### src/design/pio_time_pkg.sv
package pio_time_pkg;

        localparam int TIME_BASE_NBITS = 4;    // one time tick per 16 cycles
        localparam int REAL_TIME_NBITS = 32;

        typedef logic [REAL_TIME_NBITS-1:0] real_time_t;

endpackage

### src/design/pio_bus_pkg.sv
package pio_bus_pkg;

        // width of one pio address or data word
        localparam int PIO_NBITS = 16;

        typedef logic [PIO_NBITS-1:0] pio_word_t;

        // devices hanging off the pio bus
        localparam int NUM_OF_PIO = 2;

        // bit 2 selects the device and bits 1..0 the register
        localparam int DEV_SEL_BIT   = 2;
        localparam int REG_IDX_NBITS = 2;

        // one bit per device, for clk_div, pio_ack and pio_rvalid
        typedef logic [NUM_OF_PIO-1:0] pio_mask_t;

endpackage
### src/design/pio_subsys.sv
`timescale 1ns/10ps

module pio_subsys (
        input  logic                     clk,
        input  logic                     rst_n,
        input  pio_bus_pkg::pio_word_t   awaddr,
        input  logic                     awvalid,
        output logic                     awready,
        input  pio_bus_pkg::pio_word_t   wdata,
        input  logic                     wvalid,
        output logic                     wready,
        output logic                     bvalid,
        input  logic                     bready,
        input  pio_bus_pkg::pio_word_t   araddr,
        input  logic                     arvalid,
        output logic                     arready,
        output pio_bus_pkg::pio_word_t   rdata,
        output logic                     rvalid,
        input  logic                     rready,
        output pio_time_pkg::real_time_t current_time
);

        logic                    pio_start;
        logic                    pio_rw;
        pio_bus_pkg::pio_word_t  pio_addr_wdata;
        pio_bus_pkg::pio_mask_t  clk_div;
        pio_bus_pkg::pio_mask_t  pio_ack;
        pio_bus_pkg::pio_mask_t  pio_rvalid;
        pio_bus_pkg::pio_word_t  pio_rdata [pio_bus_pkg::NUM_OF_PIO];

        pio_bus u_pio_bus (
                .clk            (clk),
                .rst_n          (rst_n),
                .awaddr         (awaddr),
                .awvalid        (awvalid),
                .awready        (awready),
                .wdata          (wdata),
                .wvalid         (wvalid),
                .wready         (wready),
                .bvalid         (bvalid),
                .bready         (bready),
                .araddr         (araddr),
                .arvalid        (arvalid),
                .arready        (arready),
                .rdata          (rdata),
                .rvalid         (rvalid),
                .rready         (rready),
                .clk_div        (clk_div),
                .pio_ack        (pio_ack),
                .pio_rvalid     (pio_rvalid),
                .pio_rdata      (pio_rdata),
                .pio_start      (pio_start),
                .pio_rw         (pio_rw),
                .pio_addr_wdata (pio_addr_wdata),
                .current_time   (current_time)
        );

        pio_reg_dev #(.DEV_ID(1'b0), .DIV(2)) u_pio_dev0 (
                .clk            (clk),
                .rst_n          (rst_n),
                .pio_start      (pio_start),
                .pio_rw         (pio_rw),
                .pio_addr_wdata (pio_addr_wdata),
                .clk_div        (clk_div[0]),
                .pio_ack        (pio_ack[0]),
                .pio_rvalid     (pio_rvalid[0]),
                .pio_rdata      (pio_rdata[0])
        );

        pio_reg_dev #(.DEV_ID(1'b1), .DIV(3)) u_pio_dev1 (
                .clk            (clk),
                .rst_n          (rst_n),
                .pio_start      (pio_start),
                .pio_rw         (pio_rw),
                .pio_addr_wdata (pio_addr_wdata),
                .clk_div        (clk_div[1]),
                .pio_ack        (pio_ack[1]),
                .pio_rvalid     (pio_rvalid[1]),
                .pio_rdata      (pio_rdata[1])
        );

endmodule

### src/design/pio_reg_dev.sv
`timescale 1ns/10ps

module pio_reg_dev #(
        parameter bit DEV_ID = 1'b0,
        parameter int DIV    = 2
) (
        input  logic                   clk,
        input  logic                   rst_n,
        input  logic                   pio_start,
        input  logic                   pio_rw,
        input  pio_bus_pkg::pio_word_t pio_addr_wdata,
        output logic                   clk_div,
        output logic                   pio_ack,
        output logic                   pio_rvalid,
        output pio_bus_pkg::pio_word_t pio_rdata
);

        typedef enum logic [1:0] {
                ST_IDLE,
                ST_WDATA,
                ST_WAIT,
                ST_RESP
        } state_t;

        state_t                  state;
        logic [$clog2(DIV)-1:0]  div_cnt;
        logic                    data_next;    // next start carries write data
        logic                    addr_hit;
        logic                    is_write;
        logic [pio_bus_pkg::REG_IDX_NBITS-1:0] reg_idx;
        pio_bus_pkg::pio_word_t  wr_word;
        pio_bus_pkg::pio_word_t  regs [2**pio_bus_pkg::REG_IDX_NBITS];

        always_ff @(posedge clk) begin
                if (!rst_n) begin
                        div_cnt <= '0;
                end else if (clk_div) begin
                        div_cnt <= '0;
                end else begin
                        div_cnt <= div_cnt + 1'b1;
                end
        end

        assign clk_div = (div_cnt == DIV - 1);

        // any write address start, ours or not, is followed by a data word
        always_ff @(posedge clk) begin
                if (!rst_n) begin
                        data_next <= 1'b0;
                end else begin
                        data_next <= pio_start && pio_rw && !data_next;
                end
        end

        assign addr_hit = pio_start && !data_next &&
                          (pio_addr_wdata[pio_bus_pkg::DEV_SEL_BIT] == DEV_ID);

        always_ff @(posedge clk) begin
                if (!rst_n) begin
                        state      <= ST_IDLE;
                        pio_ack    <= 1'b0;
                        pio_rvalid <= 1'b0;
                        for (int i = 0; i < 2**pio_bus_pkg::REG_IDX_NBITS; i++) begin
                                regs[i] <= '0;
                        end
                end else begin
                        case (state)
                        ST_IDLE: begin
                                if (addr_hit) begin
                                        state <= pio_rw ? ST_WDATA : ST_WAIT;
                                end
                        end
                        ST_WDATA: begin
                                if (pio_start) begin
                                        state <= ST_WAIT;
                                end
                        end
                        ST_WAIT: begin
                                if (clk_div) begin
                                        if (is_write) begin
                                                regs[reg_idx] <= wr_word;
                                                pio_ack       <= 1'b1;
                                        end else begin
                                                pio_rvalid <= 1'b1;
                                        end
                                        state <= ST_RESP;
                                end
                        end
                        default: begin
                                if (clk_div) begin     // flag held one tick period
                                        pio_ack    <= 1'b0;
                                        pio_rvalid <= 1'b0;
                                        state      <= ST_IDLE;
                                end
                        end
                        endcase
                end
        end

        // access captured from the address and data starts
        always_ff @(posedge clk) begin
                if (state == ST_IDLE && addr_hit) begin
                        is_write <= pio_rw;
                        reg_idx  <= pio_addr_wdata[pio_bus_pkg::REG_IDX_NBITS-1:0];
                end
                if (state == ST_WDATA && pio_start) begin
                        wr_word <= pio_addr_wdata;
                end
                if (state == ST_WAIT && clk_div && !is_write) begin
                        pio_rdata <= regs[reg_idx];
                end
        end

endmodule

### src/design/pio_bus.sv
`timescale 1ns/10ps

module pio_bus (
        input  logic                     clk,
        input  logic                     rst_n,

        input  pio_bus_pkg::pio_word_t   awaddr,
        input  logic                     awvalid,
        output logic                     awready,
        input  pio_bus_pkg::pio_word_t   wdata,
        input  logic                     wvalid,
        output logic                     wready,
        output logic                     bvalid,
        input  logic                     bready,
        input  pio_bus_pkg::pio_word_t   araddr,
        input  logic                     arvalid,
        output logic                     arready,
        output pio_bus_pkg::pio_word_t   rdata,
        output logic                     rvalid,
        input  logic                     rready,

        input  pio_bus_pkg::pio_mask_t   clk_div,
        input  pio_bus_pkg::pio_mask_t   pio_ack,
        input  pio_bus_pkg::pio_mask_t   pio_rvalid,
        input  pio_bus_pkg::pio_word_t   pio_rdata [pio_bus_pkg::NUM_OF_PIO],

        output logic                     pio_start,
        output logic                     pio_rw,
        output pio_bus_pkg::pio_word_t   pio_addr_wdata,

        output pio_time_pkg::real_time_t current_time
);

        logic [pio_time_pkg::TIME_BASE_NBITS-1:0] time_base;

        logic                   waddr_empty;
        logic                   wdata_empty;
        logic                   raddr_empty;
        logic                   rdata_empty;
        logic                   wresp_empty;
        logic                   waddr_full;
        logic                   wdata_full;
        logic                   raddr_full;
        pio_bus_pkg::pio_word_t waddr_dout;
        pio_bus_pkg::pio_word_t wdata_dout;
        pio_bus_pkg::pio_word_t raddr_dout;

        logic busy;                            // one pio transaction in flight
        logic data_pend;                       // write data word goes out next cycle
        logic rd_start;
        logic wr_start;
        logic rdata_pop;
        logic wresp_pop;

        logic [$clog2(pio_bus_pkg::NUM_OF_PIO)-1:0] sel_ack;
        logic [$clog2(pio_bus_pkg::NUM_OF_PIO)-1:0] sel_rd;

        logic                   latch_ack;
        logic                   latch_ack_d1;
        logic                   latch_rvalid;
        logic                   latch_rvalid_d1;
        pio_bus_pkg::pio_word_t latch_rdata;
        logic                   rdata_push;
        logic                   wresp_push;

        // reads win over writes
        assign rd_start = !busy && !raddr_empty;
        assign wr_start = !busy && raddr_empty && !waddr_empty && !wdata_empty;

        assign rdata_pop = rvalid && rready;
        assign wresp_pop = bvalid && bready;

        assign awready = !waddr_full;
        assign wready  = !wdata_full;
        assign arready = !raddr_full;
        assign rvalid  = !rdata_empty;
        assign bvalid  = !wresp_empty;

        always_ff @(posedge clk) begin
                if (!rst_n) begin
                        busy      <= 1'b0;
                        data_pend <= 1'b0;
                        pio_start <= 1'b0;
                        pio_rw    <= 1'b0;
                end else begin
                        pio_start <= rd_start || wr_start || data_pend;
                        data_pend <= wr_start;
                        if (rd_start || wr_start) begin
                                busy   <= 1'b1;
                                pio_rw <= wr_start;
                        end else if (rdata_pop || wresp_pop) begin
                                busy <= 1'b0;  // response taken by the master
                        end
                end
        end

        always_ff @(posedge clk) begin
                if (rd_start) begin
                        pio_addr_wdata <= raddr_dout;
                end else if (wr_start) begin
                        pio_addr_wdata <= waddr_dout;
                end else if (data_pend) begin
                        pio_addr_wdata <= wdata_dout;  // w fifo popped on this cycle
                end
        end

        // highest numbered device with a flag up
        always_comb begin
                sel_ack = '0;
                sel_rd  = '0;
                for (int i = 0; i < pio_bus_pkg::NUM_OF_PIO; i++) begin
                        if (pio_ack[i]) begin
                                sel_ack = $bits(sel_ack)'(i);
                        end
                        if (pio_rvalid[i]) begin
                                sel_rd = $bits(sel_rd)'(i);
                        end
                end
        end

        // flags only sampled on the owning device's enable tick
        always_ff @(posedge clk) begin
                if (!rst_n) begin
                        latch_ack       <= 1'b0;
                        latch_ack_d1    <= 1'b0;
                        latch_rvalid    <= 1'b0;
                        latch_rvalid_d1 <= 1'b0;
                end else begin
                        if (clk_div[sel_ack]) begin
                                latch_ack <= pio_ack[sel_ack];
                        end
                        if (clk_div[sel_rd]) begin
                                latch_rvalid <= pio_rvalid[sel_rd];
                        end
                        latch_ack_d1    <= latch_ack;
                        latch_rvalid_d1 <= latch_rvalid;
                end
        end

        always_ff @(posedge clk) begin
                if (clk_div[sel_rd] && pio_rvalid[sel_rd]) begin
                        latch_rdata <= pio_rdata[sel_rd];
                end
        end

        assign rdata_push = latch_rvalid && !latch_rvalid_d1;  // one push per reply
        assign wresp_push = latch_ack && !latch_ack_d1;

        always_ff @(posedge clk) begin
                if (!rst_n) begin
                        time_base    <= '0;
                        current_time <= '0;
                end else begin
                        time_base    <= time_base + 1'b1;
                        current_time <= current_time + (&time_base);
                end
        end

        sfifo1f #(.payload_t(pio_bus_pkg::pio_word_t)) u_waddr_fifo (
                .clk   (clk),
                .rst_n (rst_n),
                .wr    (awvalid && awready),
                .rd    (wr_start),
                .din   (awaddr),
                .full  (waddr_full),
                .empty (waddr_empty),
                .dout  (waddr_dout)
        );

        sfifo1f #(.payload_t(pio_bus_pkg::pio_word_t)) u_wdata_fifo (
                .clk   (clk),
                .rst_n (rst_n),
                .wr    (wvalid && wready),
                .rd    (data_pend),
                .din   (wdata),
                .full  (wdata_full),
                .empty (wdata_empty),
                .dout  (wdata_dout)
        );

        sfifo1f #(.payload_t(pio_bus_pkg::pio_word_t)) u_raddr_fifo (
                .clk   (clk),
                .rst_n (rst_n),
                .wr    (arvalid && arready),
                .rd    (rd_start),
                .din   (araddr),
                .full  (raddr_full),
                .empty (raddr_empty),
                .dout  (raddr_dout)
        );

        sfifo1f #(.payload_t(pio_bus_pkg::pio_word_t)) u_rdata_fifo (
                .clk   (clk),
                .rst_n (rst_n),
                .wr    (rdata_push),
                .rd    (rdata_pop),
                .din   (latch_rdata),
                .full  (),
                .empty (rdata_empty),
                .dout  (rdata)
        );

        sfifo1f #(.payload_t(logic)) u_wresp_fifo (
                .clk   (clk),
                .rst_n (rst_n),
                .wr    (wresp_push),
                .rd    (wresp_pop),
                .din   (1'b1),
                .full  (),
                .empty (wresp_empty),
                .dout  ()
        );

endmodule

### src/design/sfifo1f.sv
`timescale 1ns/10ps

module sfifo1f #(
        parameter type payload_t = logic
) (
        input  logic     clk,
        input  logic     rst_n,
        input  logic     wr,
        input  logic     rd,
        input  payload_t din,
        output logic     full,
        output logic     empty,
        output payload_t dout
);

        logic     valid;                       // entry occupied
        payload_t data;

        always_ff @(posedge clk) begin
                if (!rst_n) begin
                        valid <= 1'b0;
                end else if (wr && !valid) begin
                        valid <= 1'b1;         // write to a full fifo is dropped
                end else if (rd && valid) begin
                        valid <= 1'b0;         // read from an empty fifo is dropped
                end
        end

        always_ff @(posedge clk) begin
                if (wr && !valid) begin
                        data <= din;
                end
        end

        assign full  = valid;
        assign empty = !valid;
        assign dout  = data;

endmodule

### config.mk
export PLATFORM = sky130hd
export DESIGN_NAME = pio_subsys
export DESIGN_NICKNAME = d
export VERILOG_FILES = /design/src/design/pio_time_pkg.sv /design/src/design/pio_bus_pkg.sv /design/src/design/pio_subsys.sv /design/src/design/pio_reg_dev.sv /design/src/design/pio_bus.sv /design/src/design/sfifo1f.sv
export SDC_FILE = /design/constraint.sdc
export NUM_CORES = 1
export LEC_CHECK = 0
export BUFFER_PORTS_ARGS = -buffer_cell sky130_fd_sc_hd__buf_2
export CAP_MARGIN = 0
export CORE_UTILIZATION = 26
export CTS_BUF_LIST = sky130_fd_sc_hd__clkbuf_16
export DETAILED_ROUTE_END_ITERATION = 16
export PLACE_DENSITY = 0.51
export SYNTH_ARGS = -nofsm -noshare
export SYNTH_HDL_FRONTEND = slang
export SYNTH_SLANG_ARGS = --single-unit
### constraint.sdc
create_clock -name clk -period 3.51 [get_ports clk]
set_clock_uncertainty 0.15 [all_clocks]
set_input_delay 0.702 -clock clk [delete_from_list [all_inputs] [get_ports clk]]
set_output_delay 0.702 -clock clk [all_outputs]
set_load 0.01 [all_outputs]
==> summary.md <==
| Metric | Value |
|---|---|
| Num ports | `108` |
| WHS Path Cells | `1` |
| Layout net count | `1,119` |
| Max Clk Rate | `0.3480 GHz` |
| Layout overhead on the synthesized area | `19.56%` |
| Netlist cell types | `46` |
| Mapped cell area | `0.01399 mm²` |
| # fillers | `5,157` |
| Critical Path Start Type | `register` |
| Post-route ant nets | `0` |
| # rows | `84` |
| Initial Utilization | `0.2647` |
| Die width | `234.0 µm` |
| DRT Pass-1 Iters | `10` |
| Violated checks | `design-rule violations` |
| Min-delay worst type | `input pin to register` |
| Largest registers | `u_pio_dev0.regs (64), u_pio_dev1.regs (64), u_pio_bus.current_time (32)` |
| Hold Buf Count CTS | `0` |
| Post-Route WL | `29,560 µm` |
| DIE HEIGHT | `234.0 µm` |
| Number of cells on the worst reg-to-reg path | `8` |
| Worst vdd ir | `0.3698 mV` |
| Clk sink count | `356` |
| Req. time, crit path | `3.84 ns` |
| Clock-pin slew on the worst setup and hold paths | `0.06 ns` |
| Yosys reg bits | `356` |
| Grt ovf | `0` |
| Ys async rst share | `0` |
| Core box area | `0.05287 mm²` |
| Max FO, Critical Path | `14` |
| Syn Nets | `975` |
| Root Driver | `clkbuf_16` |
| CP Class | `register to register` |
| Largest cells by area after synthesis | `edfxtp_1 63%, dfxtp_1 8.9%, and2_1 6.1%, mux4_2 5.2%, mux2i_1 1.8%` |
| Vias per cell | `4.257` |
| CTS resizes | `0` |
| Initial antenna violation count | `0` |
| R2r setup slk | `0.64 ns` |
| Synth top area share | `0.6310` |
| # diodes | `0` |
| Worst R2R Start | `u_pio_bus.time_base[0]$_SDFF_PN0_` |
| Fin area | `0.01673 mm²` |
| Minimum clock period | `2.874 ns` |
| Sequential share of the synthesized area | `0.7197` |
| Hold WS | `0.1655 ns` |
| Yosys warns | `0` |
| Hold Path Sink | `u_pio_bus.u_wdata_fifo.dout[0]$_DFFE_PP_` |
| Vias in the first global route | `7,424` |
| Most used flip-flop cell after synthesis | `edfxtp_1` |
| Slew HR | `0.3723` |
| Data arrival, critical path | `3.20 ns` |
| CTS tree | `yes` |
| Static Leak | `5.993 nW` |
| Max_cap viols | `0` |
| Final hold vios | `0` |
| CP endpoint kind | `register` |
| Detailed Place HPWL | `20,010 µm` |
| Min-delay src | `wdata[0]` |
| Gpl congestion | `0.7842` |
| 1st-iter DRT viols | `430` |
| Num CTS Buffers | `40` |
| Reg2reg end | `u_pio_bus.current_time[18]$_SDFF_PN0_` |
| Vias | `7,518` |
| Largest net degree at the start of global routing | `39` |
| First-pass GRT wire length | `45,140 µm` |
| Worst-Margin Slew | `0.9415 ns` |
| Synth area leader | `edfxtp_1` |
| EDFF count, synth | `294` |
| RSZ-0062 raised after global routing | `false` |
| Setup TNS | `0 ns` |
| Status | `finished, violations left` |
| Worst skew pair latency | `0.56 ns` |
| Fraction of layout cells with a size suffix above 1 | `0.2310` |
| Cell Pwr Density | `562.7 mW/mm²` |
| Slew Limit Fails | `0` |
| Placed cell areas | `0.01549 mm²` |
| Drc violations | `3` |
| Part of the cycle the worst path needs | `0.8188` |
| Mapped Cells | `907` |
| Setup repair bufs after CTS | `0` |
| GRT Total Usage | `0.1102` |
| Port Buffers | `107` |
| Syn_area_per_cell | `15.43 µm²` |
| CTS max path bufs | `3` |
| Die footprint | `0.05475 mm²` |
| Final setup vio count | `0` |
| Avg WL per Cell | `16.74 µm` |
| H-tree levels | `2` |
[synth_stat cells, drive strengths merged, types with 3 or more instances]
cell / number
a21oi: 15
inv: 26
buf: 12
dfxtp: 62
nor3b: 3
and4: 5
mux2i: 25
nor2: 44
o31ai: 9
o21ai: 25
nor2b: 5
or3: 3
and3: 5
xnor2: 7
nand2b: 15
clkbuf: 25
mux4: 32
nor4: 8
edfxtp: 294
or4: 9
a211oi: 4
nand2: 45
ha: 13
nor3: 10
nand3: 16
xor2: 8
mux2: 16
a31oi: 3
nand4: 12
and2: 137
[metal layers]
metal / wire [µm] / up-vias / global-route usage
met5: 0 / - / 0
met4: 682 / 0 / 0.04099
met3: 1288 / 46 / 0.02164
met2: 13620 / 144 / 0.1699
met1: 13970 / 3683 / 0.1527
li1: - / 3645 / -
[final cells by class]
class,instances,area [µm²],area share
inverters,26,97.59,0.005834
clock inverters,28,214.0,0.01279
flip-flops and latches,356,10070,0.6019
well taps,688,860.8,0.05146
multi-input cells,488,3685,0.2203
repair buffers,139,775.7,0.04637
clock buffers,41,1026,0.06133
[worst max path at each step]
stage | start | endpoint | slack [ns] | cells after the start
detailed placement | u_pio_bus.time_base[0]$_SDFF_PN0_ | u_pio_bus.current_time[18]$_SDFF_PN0_ | 0.68 | 8
global placement | u_pio_bus.time_base[0]$_SDFF_PN0_ | u_pio_bus.current_time[22]$_SDFF_PN0_ | 0.83 | 8
finish | u_pio_bus.time_base[0]$_SDFF_PN0_ | u_pio_bus.current_time[18]$_SDFF_PN0_ | 0.64 | 8
floorplan | u_pio_dev0.reg_idx[1]$_DFFE_PP_ | u_pio_dev0.regs[3][0]$_DFFE_PP_ | 0.70 | 4
global route | u_pio_bus.time_base[0]$_SDFF_PN0_ | u_pio_bus.current_time[18]$_SDFF_PN0_ | 0.47 | 8
CTS | u_pio_bus.time_base[0]$_SDFF_PN0_ | u_pio_bus.current_time[18]$_SDFF_PN0_ | 0.65 | 8
[where the power goes]
part	total [mW]	internal, mW	switching (mW)
Sequential	4.90	4.79	0.104
Clock	4.00	2.33	1.67
Combinational	0.515	0.213	0.302
Total	9.41	7.34	2.07
[layout by cell type, fill, tap and decap left out, drive strengths merged, types with 2 or more instances in the layout]
cell	Yosys	final
nor3	10	10
edfxtp	294	294
clkbuf	25	41
nor3b	3	3
nand4	12	12
or4	9	9
a222oi	2	2
nor4	8	8
mux4	32	32
or3	3	3
o31ai	9	9
nor2	44	44
a311oi	2	2
nand3	16	16
o21bai	2	2
and2	137	137
inv	26	39
xor2	8	8
o21ai	25	25
a211oi	4	4
nand2	45	45
xnor2	7	7
bufinv	0	3
o21ba	2	2
clkinv	0	11
and4	5	5
ha	13	13
nand2b	15	15
a31oi	3	3
mux2	16	16
mux2i	25	25
buf	12	139
dfxtp	62	62
and3	5	5
nor2b	5	5
a21oi	15	15
[cells by family (layout without fill, tap and decap cells)]
group | after synthesis | in the layout | synth area share
buffers and inverters | 63 | 234 | 0.01815
and+or+nand+nor | 321 | 321 | 0.1300
muxes | 73 | 73 | 0.08227
DFF | 356 | 356 | 0.7197
adders and majority gates | 13 | 13 | 0.01163
xor gates and xnor gates | 15 | 15 | 0.009390
AOI/OAI and AO/OA | 66 | 66 | 0.02888
[critical path, cell delays in order (launching register included)]
cell      delay (ns)
dfxtp_1         0.35
ha_1            0.19
and3_1          0.18
ha_1            0.29
ha_1            0.27
nand4_2         0.17
nand2b_1        0.44
or4_1           0.58
a21oi_1         0.17
[per-stage QoR]
step / cells / utilization / power (mW) / setup slack, ns
after floorplan: 907 / - / 5.286 / 0.7021
after global placement: 1697 / 0.2930 / 5.500 / 0.8267
after detailed placement: 1697 / 0.2930 / 5.517 / 0.6784
after CTS: 1766 / 0.3164 / 9.582 / 0.6541
after global routing: 1766 / 0.3164 / 9.815 / 0.4711
final: 1766 / 0.3164 / 9.413 / 0.6361
(Power assumes the default switching activity.)
